--- src/lsu_cfg_pkg.sv ---
//****************************************
// DCCM memory map and store-buffer sizing for the LSU
// The DCCM is one 32-bit word wide, 4 KB, at a fixed base
// STBUF_DEPTH must be a power of two so that the pointers wrap freely
//****************************************
package lsu_cfg_pkg;

   //****************************************
   // DCCM region
   //****************************************
   localparam logic [31:0] DCCM_BASE       = 32'hF004_0000;  // Region start, 4 KB aligned
   localparam int          DCCM_ADDR_BITS  = 12;             // 4 KB region
   localparam int          DCCM_INDEX_BITS = 10;             // Word index into the DCCM

   // Upper address bits that select the region
   localparam logic [31-DCCM_ADDR_BITS:0] DCCM_REGION = DCCM_BASE[31:DCCM_ADDR_BITS];

   //****************************************
   // Store buffer
   //****************************************
   localparam int STBUF_DEPTH     = 4;  // Entries
   localparam int STBUF_PTR_BITS  = 2;  // log2 of depth
   localparam int STBUF_CNT_BITS  = 3;  // Holds 0 to depth
   localparam int STBUF_STALL_LVL = 2;  // Leaves room for stores already in m and r

endpackage

--- src/lsu_types_pkg.sv ---
//****************************************
// Access-size encodings and the LSU address view
// Size 3 has no meaning and is treated as an illegal access
//****************************************
package lsu_types_pkg;

   // Access size, as carried from decode
   localparam logic [1:0] SIZE_BYTE = 2'd0;
   localparam logic [1:0] SIZE_HALF = 2'd1;
   localparam logic [1:0] SIZE_WORD = 2'd2;

   //****************************************
   // Effective address, flat or split into fields
   //****************************************
   typedef union packed {
      logic [31:0] flat;                                     // Adder output, alignment check
      struct packed {
         logic [31-lsu_cfg_pkg::DCCM_ADDR_BITS:0] region;    // Compared against the DCCM base
         logic [lsu_cfg_pkg::DCCM_INDEX_BITS-1:0] word_index; // DCCM word address
         logic [1:0]                              byte_off;   // Lane within the word
      } f;
   } lsu_addr_u;

endpackage

--- src/lsu_addr_gen.sv ---
//****************************************
// Address generation, access checks and d/m/r control pipeline
// A failing access only raises error_m, it never reaches the DCCM
// flush_r kills the store sitting in r and nothing younger
//****************************************
`timescale 1ns/1ps

module lsu_addr_gen (
   input  logic                                   clk,
   input  logic                                   rst,
   input  logic                                   valid_d,
   input  logic                                   load_d,
   input  logic                                   store_d,
   input  logic [1:0]                             size_d,
   input  logic                                   unsign_d,
   input  logic [31:0]                            rs1_d,
   input  logic [11:0]                            offset_d,
   input  logic [31:0]                            store_data_d,
   input  logic                                   flush_r,
   output logic                                   rden_d,
   output logic [lsu_cfg_pkg::DCCM_INDEX_BITS-1:0] rd_index_d,
   output logic                                   load_ok_m,
   output logic [1:0]                             size_m,
   output logic                                   unsign_m,
   output logic [1:0]                             byte_off_m,
   output logic [lsu_cfg_pkg::DCCM_INDEX_BITS-1:0] index_m,
   output logic                                   commit_r,
   output logic [lsu_cfg_pkg::DCCM_INDEX_BITS-1:0] index_r,
   output logic [31:0]                            lane_data_r,
   output logic [3:0]                             byteen_r,
   output logic                                   valid_m,
   output logic                                   valid_r,
   output logic                                   error_m
);
   import lsu_cfg_pkg::*;
   import lsu_types_pkg::*;

   lsu_addr_u   addr_d;        // Effective address
   logic        misalign_d;
   logic        in_dccm_d;
   logic        ok_d;          // Access passes every check
   logic [3:0]  byteen_d;
   logic        store_ok_m;
   logic        store_ok_r;
   logic [31:0] lane_data_m;
   logic [3:0]  byteen_m;

   //****************************************
   // Decode stage
   //****************************************
   assign addr_d.flat = rs1_d + {{20{offset_d[11]}}, offset_d};  // Sign-extended offset

   // Natural alignment, size 3 always fails
   assign misalign_d = (size_d == SIZE_HALF) ? addr_d.flat[0] :
                       (size_d == SIZE_WORD) ? |addr_d.flat[1:0] :
                       (size_d != SIZE_BYTE);

   assign in_dccm_d  = (addr_d.f.region == DCCM_REGION);
   assign ok_d       = valid_d & in_dccm_d & ~misalign_d;

   assign rden_d     = ok_d & load_d;          // Read issued in d, data back in m
   assign rd_index_d = addr_d.f.word_index;

   // Byte enables in word lanes
   always_comb begin
      case (size_d)
         SIZE_BYTE: byteen_d = 4'b0001;
         SIZE_HALF: byteen_d = 4'b0011;
         default:   byteen_d = 4'b1111;
      endcase
      byteen_d = byteen_d << addr_d.f.byte_off;
   end

   //****************************************
   // d -> m -> r control
   //****************************************
   always_ff @(posedge clk) begin
      if (rst) begin
         valid_m    <= 1'b0;
         load_ok_m  <= 1'b0;
         store_ok_m <= 1'b0;
         error_m    <= 1'b0;
         valid_r    <= 1'b0;
         store_ok_r <= 1'b0;
      end else begin
         valid_m    <= valid_d;
         load_ok_m  <= ok_d & load_d;
         store_ok_m <= ok_d & store_d;
         error_m    <= valid_d & ~ok_d;   // Misaligned or outside the DCCM
         valid_r    <= valid_m;
         store_ok_r <= store_ok_m;
      end
   end

   // Payload follows the control bits
   always_ff @(posedge clk) begin
      size_m      <= size_d;
      unsign_m    <= unsign_d;
      byte_off_m  <= addr_d.f.byte_off;
      index_m     <= addr_d.f.word_index;
      lane_data_m <= store_data_d << {addr_d.f.byte_off, 3'b000};  // Data moved to its lanes
      byteen_m    <= byteen_d;
      index_r     <= index_m;
      lane_data_r <= lane_data_m;
      byteen_r    <= byteen_m;
   end

   assign commit_r = store_ok_r & ~flush_r;   // Killed stores never reach the buffer

   a_one_op: assert property (@(posedge clk) disable iff (rst)
      valid_d |-> !(load_d && store_d));

endmodule

--- src/lsu_dccm_ctl.sv ---
//****************************************
// Store-buffer entries, load forwarding and the DCCM port
// A load in d always owns the port, the buffer drains otherwise
// Forwarding is whole-word index match with per-byte merge
//****************************************
`timescale 1ns/1ps

module lsu_dccm_ctl (
   input  logic                                   clk,
   input  logic                                   rst,
   input  logic                                   rden_d,
   input  logic [lsu_cfg_pkg::DCCM_INDEX_BITS-1:0] rd_index_d,
   input  logic [lsu_cfg_pkg::DCCM_INDEX_BITS-1:0] index_m,
   input  logic                                   load_ok_m,
   input  logic                                   commit_r,
   input  logic [lsu_cfg_pkg::DCCM_INDEX_BITS-1:0] index_r,
   input  logic [31:0]                            lane_data_r,
   input  logic [3:0]                             byteen_r,
   input  logic [lsu_cfg_pkg::STBUF_PTR_BITS-1:0]  wr_ptr,
   input  logic [lsu_cfg_pkg::STBUF_PTR_BITS-1:0]  rd_ptr,
   input  logic                                   empty,
   input  logic [31:0]                            dccm_rd_data,
   output logic                                   pop,
   output logic                                   dccm_en,
   output logic                                   dccm_we,
   output logic [lsu_cfg_pkg::DCCM_INDEX_BITS-1:0] dccm_index,
   output logic [31:0]                            dccm_wr_data,
   output logic [3:0]                             dccm_byteen,
   output logic [31:0]                            fwd_data_m,
   output logic [3:0]                             fwd_byteen_m
);
   import lsu_cfg_pkg::*;

   logic [STBUF_DEPTH-1:0]     stb_vld;
   logic [DCCM_INDEX_BITS-1:0] stb_index  [STBUF_DEPTH];
   logic [31:0]                stb_data   [STBUF_DEPTH];
   logic [3:0]                 stb_byteen [STBUF_DEPTH];

   //****************************************
   // Entry write and release
   //****************************************
   always_ff @(posedge clk) begin
      if (rst) begin
         stb_vld <= '0;
      end else begin
         if (pop)      stb_vld[rd_ptr] <= 1'b0;   // Drained this cycle
         if (commit_r) stb_vld[wr_ptr] <= 1'b1;
      end
   end

   always_ff @(posedge clk) begin
      if (commit_r) begin
         stb_index[wr_ptr]  <= index_r;
         stb_data[wr_ptr]   <= lane_data_r;
         stb_byteen[wr_ptr] <= byteen_r;
      end
   end

   //****************************************
   // DCCM port
   //****************************************
   assign pop          = ~rden_d & ~empty;   // Oldest entry drains when the port is free
   assign dccm_en      = rden_d | pop;
   assign dccm_we      = pop;
   assign dccm_index   = rden_d ? rd_index_d : stb_index[rd_ptr];
   assign dccm_wr_data = stb_data[rd_ptr];
   assign dccm_byteen  = stb_byteen[rd_ptr];

   //****************************************
   // Forwarding into the load in m
   //****************************************
   always_comb begin
      logic [STBUF_PTR_BITS-1:0] idx;
      fwd_data_m   = dccm_rd_data;   // Unforwarded lanes carry the DCCM word
      fwd_byteen_m = '0;
      idx          = rd_ptr;
      // Oldest first, so a younger entry overwrites an older one
      for (int i = 0; i < STBUF_DEPTH; i++) begin
         idx = rd_ptr + STBUF_PTR_BITS'(i);
         if (load_ok_m && stb_vld[idx] && (stb_index[idx] == index_m)) begin
            for (int b = 0; b < 4; b++) begin
               if (stb_byteen[idx][b]) begin
                  fwd_data_m[8*b +: 8] = stb_data[idx][8*b +: 8];
                  fwd_byteen_m[b]      = 1'b1;
               end
            end
         end
      end
      // Store committing at r is the newest of all
      if (load_ok_m && commit_r && (index_r == index_m)) begin
         for (int b = 0; b < 4; b++) begin
            if (byteen_r[b]) begin
               fwd_data_m[8*b +: 8] = lane_data_r[8*b +: 8];
               fwd_byteen_m[b]      = 1'b1;
            end
         end
      end
   end

   // Drain only takes an entry that holds a committed store
   a_pop_live: assert property (@(posedge clk) disable iff (rst)
      pop |-> stb_vld[rd_ptr]);

endmodule

--- src/lsu_load_align.sv ---
//****************************************
// Load data merge, lane shift and extension in m
// Assumes an aligned access, checked in d
//****************************************
`timescale 1ns/1ps

module lsu_load_align (
   input  logic        load_ok_m,
   input  logic [1:0]  size_m,
   input  logic        unsign_m,
   input  logic [1:0]  byte_off_m,
   input  logic [31:0] dccm_rd_data,
   input  logic [31:0] fwd_data_m,
   input  logic [3:0]  fwd_byteen_m,
   output logic        lsu_load_valid_m,
   output logic [31:0] lsu_result_m
);
   import lsu_types_pkg::*;

   logic [31:0] merged;    // Store-buffer bytes over DCCM bytes
   logic [31:0] shifted;   // Addressed byte moved to lane 0

   always_comb begin
      for (int b = 0; b < 4; b++) begin
         merged[8*b +: 8] = fwd_byteen_m[b] ? fwd_data_m[8*b +: 8] : dccm_rd_data[8*b +: 8];
      end
   end

   assign shifted = merged >> {byte_off_m, 3'b000};

   // Sign or zero fill by size
   always_comb begin
      case (size_m)
         SIZE_BYTE: lsu_result_m = {{24{~unsign_m & shifted[7]}}, shifted[7:0]};
         SIZE_HALF: lsu_result_m = {{16{~unsign_m & shifted[15]}}, shifted[15:0]};
         default:   lsu_result_m = shifted;
      endcase
   end

   assign lsu_load_valid_m = load_ok_m;

endmodule

--- src/lsu_stbuf_ptrs.sv ---
//****************************************
// Store-buffer pointers and occupancy
// Pointers wrap at a power-of-two depth
// Count and stalls follow push/pop one cycle later
//****************************************
`timescale 1ns/1ps

module lsu_stbuf_ptrs (
   input  logic                                  clk,
   input  logic                                  rst,
   input  logic                                  push,
   input  logic                                  pop,
   output logic [lsu_cfg_pkg::STBUF_PTR_BITS-1:0] wr_ptr,
   output logic [lsu_cfg_pkg::STBUF_PTR_BITS-1:0] rd_ptr,
   output logic                                  empty,
   output logic                                  store_stall,
   output logic                                  load_stall
);
   import lsu_cfg_pkg::*;

   logic [STBUF_CNT_BITS-1:0] cnt;   // Entries in use
   logic                      full;

   always_ff @(posedge clk) begin
      if (rst) begin
         wr_ptr <= '0;
         rd_ptr <= '0;
         cnt    <= '0;
      end else begin
         if (push) wr_ptr <= wr_ptr + 1'b1;
         if (pop)  rd_ptr <= rd_ptr + 1'b1;
         case ({push, pop})
            2'b10:   cnt <= cnt + 1'b1;
            2'b01:   cnt <= cnt - 1'b1;
            default: cnt <= cnt;   // Both or neither
         endcase
      end
   end

   assign empty       = (cnt == '0);
   assign full        = (cnt == STBUF_CNT_BITS'(STBUF_DEPTH));
   assign store_stall = (cnt >= STBUF_CNT_BITS'(STBUF_STALL_LVL));  // Room for m and r stores
   assign load_stall  = full;   // Loads yield the port so the buffer drains

   // Decode must have held stores back early enough
   a_no_overflow: assert property (@(posedge clk) disable iff (rst)
      full |-> !push);

   a_no_underflow: assert property (@(posedge clk) disable iff (rst)
      empty |-> !pop);

endmodule

--- src/lsu_top.sv ---
//****************************************
// Load/store unit with private DCCM and store buffer
// Decode holds requests while the matching stall is high
// DCCM read latency is one cycle
//****************************************
`timescale 1ns/1ps

module lsu_top (
   input  logic                                   clk,
   input  logic                                   rst,
   input  logic                                   valid_d,
   input  logic                                   load_d,
   input  logic                                   store_d,
   input  logic [1:0]                             size_d,
   input  logic                                   unsign_d,
   input  logic [31:0]                            rs1_d,
   input  logic [11:0]                            offset_d,
   input  logic [31:0]                            store_data_d,
   input  logic                                   flush_r,
   output logic                                   dccm_en,
   output logic                                   dccm_we,
   output logic [lsu_cfg_pkg::DCCM_INDEX_BITS-1:0] dccm_index,
   output logic [31:0]                            dccm_wr_data,
   output logic [3:0]                             dccm_byteen,
   input  logic [31:0]                            dccm_rd_data,
   output logic                                   lsu_load_valid_m,
   output logic [31:0]                            lsu_result_m,
   output logic                                   lsu_error_m,
   output logic                                   lsu_load_stall_any,
   output logic                                   lsu_store_stall_any,
   output logic                                   lsu_idle_any
);
   import lsu_cfg_pkg::*;

   logic                       rden_d;
   logic [DCCM_INDEX_BITS-1:0] rd_index_d;
   logic                       load_ok_m;
   logic [1:0]                 size_m;
   logic                       unsign_m;
   logic [1:0]                 byte_off_m;
   logic [DCCM_INDEX_BITS-1:0] index_m;
   logic                       commit_r;     // Store enters the buffer
   logic [DCCM_INDEX_BITS-1:0] index_r;
   logic [31:0]                lane_data_r;
   logic [3:0]                 byteen_r;
   logic                       valid_m;
   logic                       valid_r;
   logic                       pop;          // Buffer drains to the DCCM
   logic [STBUF_PTR_BITS-1:0]  wr_ptr;
   logic [STBUF_PTR_BITS-1:0]  rd_ptr;
   logic                       empty;
   logic [31:0]                fwd_data_m;
   logic [3:0]                 fwd_byteen_m;

   lsu_addr_gen u_addr_gen (
      .clk, .rst, .valid_d, .load_d, .store_d, .size_d, .unsign_d, .rs1_d,
      .offset_d, .store_data_d, .flush_r, .rden_d, .rd_index_d, .load_ok_m,
      .size_m, .unsign_m, .byte_off_m, .index_m, .commit_r, .index_r,
      .lane_data_r, .byteen_r, .valid_m, .valid_r, .error_m(lsu_error_m)
   );

   lsu_stbuf_ptrs u_stbuf_ptrs (
      .clk, .rst, .push(commit_r), .pop, .wr_ptr, .rd_ptr, .empty,
      .store_stall(lsu_store_stall_any), .load_stall(lsu_load_stall_any)
   );

   lsu_dccm_ctl u_dccm_ctl (
      .clk, .rst, .rden_d, .rd_index_d, .index_m, .load_ok_m, .commit_r,
      .index_r, .lane_data_r, .byteen_r, .wr_ptr, .rd_ptr, .empty,
      .dccm_rd_data, .pop, .dccm_en, .dccm_we, .dccm_index, .dccm_wr_data,
      .dccm_byteen, .fwd_data_m, .fwd_byteen_m
   );

   lsu_load_align u_load_align (
      .load_ok_m, .size_m, .unsign_m, .byte_off_m, .dccm_rd_data,
      .fwd_data_m, .fwd_byteen_m, .lsu_load_valid_m, .lsu_result_m
   );

   // Nothing past d and nothing left to drain
   assign lsu_idle_any = ~valid_m & ~valid_r & empty;

endmodule

--- config.mk ---
export PLATFORM = sky130hd
export DESIGN_NAME = lsu_top
export DESIGN_NICKNAME = d
export VERILOG_FILES = /design/src/lsu_cfg_pkg.sv /design/src/lsu_types_pkg.sv /design/src/lsu_addr_gen.sv /design/src/lsu_dccm_ctl.sv /design/src/lsu_load_align.sv /design/src/lsu_stbuf_ptrs.sv /design/src/lsu_top.sv
export SDC_FILE = /design/constraint.sdc
export NUM_CORES = 1
export LEC_CHECK = 0
export ABC_AREA = 0
export BUFFER_PORTS_ARGS = -buffer_cell sky130_fd_sc_hd__buf_2
export CAP_MARGIN = 15
export CORE_MARGIN = 4
export CORE_UTILIZATION = 45
export DETAILED_ROUTE_END_ITERATION = 16
export GPL_TIMING_DRIVEN = 0
export PLACE_DENSITY_LB_ADDON = 0.2
export SETUP_SLACK_MARGIN = 0.3
export SYNTH_ARGS = -nofsm -noshare
export SYNTH_HDL_FRONTEND = slang
export SYNTH_SLANG_ARGS = --single-unit
--- constraint.sdc ---
create_clock -name clk -period 4.6 [get_ports clk]
set_clock_uncertainty 0.05 [all_clocks]
set_input_delay 0.46 -clock clk [delete_from_list [all_inputs] [get_ports clk]]
set_output_delay 0.46 -clock clk [all_outputs]
set_load 0.03 [all_outputs]
==> flow_summary_export.csv, run 1 <==
group,metric,value,unit
worst_setup_path,cp_slowest_cell,"dfxtp_4",
routing,drc,0,
placed_design,dp_cells,2388,
grt,grt_max_degree,31,
sta,fin_crit_sh,114,%
synth,ys.warnings.count,0,
synth,post-synth-top-area-fraction,29.6,%
synth,synth_most_common_cell,"edfxtp_1",
placed_design,place_congestion,0.966,
flow_run,cap_violations,0,
worst_setup_path,startpoint_type,"flip-flop",
cells_and_area,drive_above_1_share,41.8,%
routing,wl,65100,um
cells_and_area,syn_to_final_growth,33.3,%
floorplan,start_util,45.6,%
sta,tightest_slew,1.06,ns
worst_setup_path,crit_fanout,6,
floorplan,die_w,212,um
sta,setup_viol,32,
sta,fmax,0.191,GHz
worst_setup_path,critPathArrivalTime,4.72,ns
sta,slew_headroom,29.0,%
sta,rsz0062_at_grt,"true",
synth,syn_area,18600,um^2
placed_design,hpwl,47000,um
clock_network,clkTransAtPathRegs,0.07,ns
synth,ys_types,79,
synth,yosysSeqAreaShare,42.1,%
floorplan,num_rows,74,
grt,overflow,0,
synth,syn_inst,1651,
sta,fin_crit,5.23,ns
clock_network,clock-sinks,300,
floorplan,num_io_pins,202,
synth,ys.flop_type,"edfxtp_1",
routing,vias,16200,
worst_setup_path,critical_path_class,"flip-flop to primary output",
sta,hold_violations,0,
routing,drtIter0Drc,1498,
floorplan,die_area,44800,um^2
clock_network,cts_made_buffers,31,
sta,worst_slack,-0.635,ns
routing,antenna_left,0,
worst_hold_path,hold_path.class,"primary input to flip-flop",
worst_setup_path,cp-end-kind,"primary output",
grt,grtUsageTotal,27.9,%
synth,avgSynthCellArea,11.3,um^2
grt,antenna_found_initial,3,
grt,grt_first_pass_wirelength,96600,um
sta,finalMaxSlewViolations,0,
pwr,power_density,477,nW/um^2
worst_setup_path,worstPathCellList,"buf_12 -> buf_12 -> inv_8 -> ha_4 -> clkbuf_16 -> buf_8 -> mux4_2 -> xnor2_2 -> and2_4 -> o2111ai_4 -> buf_4 -> or3_1 -> buf_2 -> nand4_1 -> nand4_1 -> nor2_4 -> a221oi_4 -> a22oi_2 -> buf_4 -> buf_6 -> o21ai_2 -> buf_6",
synth,asyncSetResetFlopFracSynth,0,%
status,violations,"negative setup slack",
synth,synthTopCellsByCount,"edfxtp_1, mux4_2, nor2_1",
worst_setup_path,critical_path.max_stage_delay,0.36,ns
cells_and_area,fin_cells,2546,
status,status,"complete, but fails checks",
pwr,total_leakage_power,0.00909,uW
routing,drt_first_pass_iters,7,
worst_setup_path,required,4.09,ns
clock_network,htree_levels,1,
clock_network,clk_latency,0.59,ns
floorplan,core_area,40900,um^2
synth,synth_nets,1810,
clock_network,cts_tree,"yes",
routing,wl_per_cell,25.6,um
routing,viasPerCell,6.36,
clock_network,root_buffer,"clkbuf_16",
pwr,ir_drop,0.313,mV
synth,yosys_register_bits,300,
cells_and_area,fillers,3291,
floorplan,die_h,212,um
placed_design,port_buffers,200,
synth,yosysTopAreaCell,"edfxtp_1",
grt,grt_pass1_vias,15700,
synth,synthTopCellsByArea,"edfxtp_1, mux4_2, dfxtp_1",
placed_design,pre_cts_ws,-1.60,ns
clock_network,ctsLongestPathBuffers,3,
synth,synth_edf_count,184,
cells_and_area,fin_nets,2146,
==> cells in the final DEF (no fill, tap or decap), types with 10 or more instances in the layout <==
| cell | n |
|---|---|
| mux4_2 | 120 |
| mux2i_1 | 80 |
| buf_6 | 56 |
| o21ai_0 | 48 |
| clkbuf_2 | 21 |
| o21ai_1 | 18 |
| xnor2_2 | 11 |
| mux2i_2 | 13 |
| buf_2 | 162 |
| nor3_1 | 11 |
| o21ai_2 | 28 |
| edfxtp_1 | 184 |
| a311oi_2 | 15 |
| or3_1 | 14 |
| nor2_1 | 114 |
| inv_1 | 31 |
| xor2_1 | 12 |
| a21oi_1 | 60 |
| buf_8 | 19 |
| nand3_1 | 32 |
| o21ai_4 | 15 |
| nand4_1 | 20 |
| a21o_1 | 18 |
| nand2b_1 | 11 |
| a211oi_1 | 17 |
| clkbuf_16 | 37 |
| clkbuf_1 | 31 |
| ha_1 | 30 |
| nand2_1 | 88 |
| a311oi_1 | 16 |
| and2_1 | 27 |
| dfxtp_1 | 114 |
| ha_4 | 10 |
| buf_4 | 91 |
| nor2b_1 | 28 |
| mux2_2 | 27 |
| o211ai_1 | 25 |
| or2_2 | 16 |
| buf_12 | 12 |
| xnor2_1 | 52 |
==> per-layer routing <==
layer / part of all wire [%] / vias up / global-route usage (%)
li1: - / 7102 / -
met1: 40 / 8045 / 38.5
met2: 48 / 930 / 45.4
met3: 9.9 / 124 / 5.65
met4: 3.0 / 0 / 7.55
met5: 0 / - / 0
==> critical path, delay by kind of cell (launching register included) <==
family          cells  cell delay (ns)
flops               1             0.36
simple gates        5             0.99
mux                 1             0.32
compound gates      4             0.59
xor+xnor            1             0.19
buf+inv            10             1.40
fa+ha+maj           1             0.25
==> cell families (layout without fill, tap and decap cells) <==
| family | Yosys count | in the layout | share of synthesized area [%] |
|---|---|---|---|
| compound gates | 371 | 371 | 13.3 |
| flops | 300 | 300 | 42.1 |
| fa+ha+maj | 42 | 42 | 2.90 |
| buf+inv | 145 | 506 | 3.44 |
| mux | 256 | 256 | 22.0 |
| other cells | 0 | 2 | 0 |
| xor+xnor | 79 | 79 | 3.71 |
| simple gates | 458 | 458 | 12.6 |
==> area by class of cell <==
cell class | instances | area, um^2 | share of cell area [%]
Multi-Input combinational cell | 1206 | 11900 | 48.0
Clock buffer | 40 | 871 | 3.50
Tap cell | 532 | 666 | 2.68
Sequential cell | 300 | 7860 | 31.6
Clock inverter | 18 | 229 | 0.921
Inverter | 40 | 165 | 0.665
Buffer | 105 | 863 | 3.47
Antenna cell | 2 | 5.00 | 0.0201
Timing Repair Buffer | 303 | 2260 | 9.09
==> registers in the layout, indices dropped and copies added (netlist names), 2 cells and up, named ones only <==
signal                  count
u_stbuf_ptrs.wr_ptr         2
u_addr_gen.lane_data_m     32
u_dccm_ctl.stb_byteen      16
u_dccm_ctl.stb_vld          4
u_dccm_ctl.stb_index       40
u_addr_gen.byte_off_m       2
u_dccm_ctl.stb_data       128
u_addr_gen.byteen_r         4
u_addr_gen.size_m           2
u_addr_gen.lane_data_r     32
u_addr_gen.index_r         10
u_stbuf_ptrs.cnt            3
u_addr_gen.byteen_m         4
u_stbuf_ptrs.rd_ptr         2
u_addr_gen.index_m         10
==> power by group <==
part           internal (uW)  total (uW)  switching (uW)
Combinational           2560        5890            3340
Sequential              3070        3270             201
Clock                   1580        2680            1100
Total                   7210       11800            4640
==> path summary, 6_finish.rpt <==
kind	endpoint	slack, ns	cells after the start	start
setup reg to reg	u_stbuf_ptrs.rd_ptr[1]	1.52	13	u_stbuf_ptrs.rd_ptr[0]
hold reg to reg	u_addr_gen.lane_data_r[21]	0.27	0	u_addr_gen.lane_data_m[21]
hold / removal	u_addr_gen.size_m[0]	0.03	1	size_d[0]
setup / recovery	lsu_result_m[17]	-0.63	22	u_stbuf_ptrs.rd_ptr[0]
==> through the flow <==
stage | total power (uW) | hold WS (ns) | util, % | area (um^2) | TNS [ns]
finish | 11800 | 0.0314 | 60.7 | 24900 | -17.83
global route | 12300 | 0.0241 | 60.7 | 24900 | -20.16
CTS | 11400 | 0.00317 | 58.3 | 23900 | -16.96
detailed placement | 7990 | 0.262 | 50.8 | 20800 | -45.81
global placement | 7950 | 0.260 | 50.6 | 20700 | -49.16
floorplan | 6620 | 0.260 | - | 19000 | 0
==> timing repair <==
| item | in CTS | in global routing |
|---|---|---|
| cloned | 3 | 1 |
| pin swaps | 57 | 62 |
| resized for setup | 361 | 185 |
| setup endpoints to repair | 71 | 48 |
| hold endpoints to repair | 1 | 0 |
| hold buffers | 1 | 0 |
| setup buffers | 65 | 28 |
No activity file was read; power rests on OpenSTA's default activity.
==> run 2, diff against run 1 <==
--- a/config.mk
+++ b/config.mk
@@ -13,6 +13,7 @@
 export DETAILED_ROUTE_END_ITERATION = 16
 export GPL_TIMING_DRIVEN = 0
 export PLACE_DENSITY_LB_ADDON = 0.2
+export REMOVE_ABC_BUFFERS = 1
 export SETUP_SLACK_MARGIN = 0.3
 export SYNTH_ARGS = -nofsm -noshare
 export SYNTH_HDL_FRONTEND = slang
==> run 2 against run 1 <==
  * Clock-buffer cell count increased by 4
  * Die area unchanged
  * Total power shrank 2.0%
  * The run still ends with negative setup slack left
  * Sequential cell count unchanged
==> flow_summary_export.csv, run 2 (same netlist as run 1, synthesis figures left out) <==
group,metric,value,unit
status,status,"complete, but fails checks",
status,violations,"negative setup slack",
sta,fin_crit_sh,110,%
worst_setup_path,r2r-start,"u_addr_gen.store_ok_r",
sta,tightest_slew,0.878,ns
sta,fmax,0.197,GHz
floorplan,die_h,212,um
worst_setup_path,rr_worst_depth,4,
worst_hold_path,hold_path_end,"u_addr_gen.size_m[1]",
sta,hold_ws,0.0465,ns
sta,setup_viol,35,
grt,grt_max_degree,48,
cells_and_area,mostFrequentLayoutCells,"edfxtp_1, buf_2, mux4_2, nor2_1, dfxtp_1",
pwr,total_leakage_power,0.00882,uW
sta,finalMaxSlewViolations,0,
flow_run,cap_violations,0,
sta,fin_crit,5.07,ns
routing,antenna_left,0,
cells_and_area,final_area,24100,um^2
routing,wl,61800,um
worst_hold_path,holdPathStages,1,
cells_and_area,final_common_cell,"edfxtp_1",
sta,worst_slack,-0.470,ns
worst_hold_path,hold_path.class,"primary input to flip-flop",
pwr,power_density,482,nW/um^2
worst_setup_path,r2r_slack,2.23,ns
routing,drt_first_pass_iters,6,
clock_network,cts_made_buffers,30,
cells_and_area,top_register,"u_dccm_ctl.stb_data",
worst_setup_path,cp_slowest_cell,"mux4_2",
worst_setup_path,cp-end-kind,"primary output",
placed_design,hpwl,40300,um
sta,hold_violations,0,
cells_and_area,fin_cells,2478,
cells_and_area,syn_to_final_growth,29.2,%
grt,grt_pass1_vias,14900,
worst_setup_path,worstPathCellList,"buf_16 -> mux4_2 -> xor2_1 -> nor4_4 -> buf_4 -> and2_4 -> nand3_4 -> mux2_2 -> o21ai_1 -> o311a_4 -> a221oi_4 -> a22oi_2 -> buf_6 -> buf_12 -> o21ai_1 -> buf_4",
pwr,ir_drop,0.356,mV
routing,viasPerCell,6.34,
grt,antenna_found_initial,2,
grt,grtUsageTotal,26.0,%
floorplan,start_util,45.6,%
grt,grt_first_pass_wirelength,89800,um
floorplan,num_io_pins,202,
clock_network,clkTransAtPathRegs,0.07,ns
floorplan,die_area,44800,um^2
clock_network,htree_levels,1,
routing,wl_per_cell,25.0,um
worst_setup_path,required,4.09,ns
cells_and_area,reg.largest.list,"u_dccm_ctl.stb_data x128, u_dccm_ctl.stb_index x40",
grt,overflow,0,
floorplan,core_area,40900,um^2
sta,rsz0062_at_grt,"true",
placed_design,dp_cells,2290,
floorplan,num_rows,74,
worst_setup_path,critical_path_class,"flip-flop to primary output",
worst_setup_path,critPathArrivalTime,4.56,ns
worst_setup_path,startpoint_type,"flip-flop",
placed_design,place_congestion,0.909,
cells_and_area,fin_nets,2079,
floorplan,die_w,212,um
worst_setup_path,r2r-end,"u_dccm_ctl.stb_data[0][19]",
clock_network,ctsLongestPathBuffers,3,
clock_network,cts_tree,"yes",
routing,drc,0,
routing,vias,15700,
worst_hold_path,hold_path_startpoint,"size_d[1]",
placed_design,port_buffers,201,
worst_setup_path,critical_path.max_stage_delay,0.60,ns
sta,slew_headroom,41.5,%
placed_design,place_area,20100,um^2
clock_network,root_buffer,"clkbuf_16",
clock_network,clock-sinks,300,
clock_network,clk_latency,0.59,ns
worst_setup_path,crit_fanout,18,
cells_and_area,largest_reg_flops,128,
cells_and_area,drive_above_1_share,39.0,%
routing,drtIter0Drc,1897,
[run 2: cell count changes in the layout (fill, tap and decap cells not counted), moves of 9 or more]
cell	previous run	this run
clkbuf_1	31	6
clkbuf_2	21	0
buf_8	19	2
o21ai_4	15	5
buf_4	91	105
o21ai_0	48	62
a211oi_1	17	26
[run 2: what timing repair did]
item / 4_1_cts / 5_1_grt
hold buffers: 1 / 0
pin swaps: 45 / 26
endpoints found under the setup margin: 55 / 46
cloned: 9 / 2
setup buffers: 80 / 37
resized for setup: 291 / 99
hold endpoints to repair: 1 / 0
[run 2: report_power, final]
part           switching, uW  leakage, uW  total [uW]  internal (uW)
clock network           1080     0.000519        2520           1440
logic                   3080      0.00560        5730           2650
registers                286      0.00270        3360           3080
[run 2: how the worst max path moves through the flow]
stage | start | to | slack (ns) | depth (start not counted)
after floorplan | u_stbuf_ptrs.rd_ptr[0] | lsu_result_m[17] | -8.36 | 13
after global placement | u_stbuf_ptrs.rd_ptr[0] | lsu_result_m[12] | -13.61 | 14
after global routing | u_stbuf_ptrs.rd_ptr[0] | lsu_result_m[26] | -0.59 | 16
after detailed placement | u_stbuf_ptrs.rd_ptr[1] | lsu_result_m[23] | -2.12 | 14
after CTS | u_stbuf_ptrs.rd_ptr[0] | lsu_result_m[14] | -0.36 | 14
final | flip-flop | lsu_result_m[26] | -0.47 | 16
[run 2: worst max-delay path, delay by kind of cell, from the launching register on]
kind	cells	cell delay [ns]
compound gates	5	0.93
xor+xnor	1	0.19
flops	1	0.37
simple gates	3	0.72
buf+inv	5	0.87
mux	2	0.89
[run 2: stage by stage]
stage	TNS [ns]	power, uW	utilization (%)	worst slack (ns)
floorplan	-285.69	6580	-	-8.36
global placement	-492.52	7790	48.4	-13.61
detailed placement	-91.05	7580	49.1	-2.12
CTS	-9.46	11200	56.8	-0.365
global route	-16.24	12000	58.8	-0.588
finish	-12.19	11600	58.8	-0.470
[run 2: metal layers]
metal	vias up	share of wire [%]	global-route usage, %
li1	6962	-	-
met1	7734	40	36.8
met2	891	47	42.5
met3	134	9.9	3.65
met4	0	2.9	6.64
met5	-	0	0
[run 2: final cells by class]
| class | count | area (um^2) |
|---|---|---|
| fill | 3266 | 16800 |
| multi-input combinational | 1208 | 11500 |
| sequential | 300 | 7870 |
| timing repair buffer | 339 | 2840 |
| clock buffer | 44 | 940 |
| tap | 532 | 666 |
| inverter | 40 | 164 |
| clock inverter | 12 | 109 |
| timing repair inverter | 1 | 7.51 |
| antenna | 2 | 5.00 |
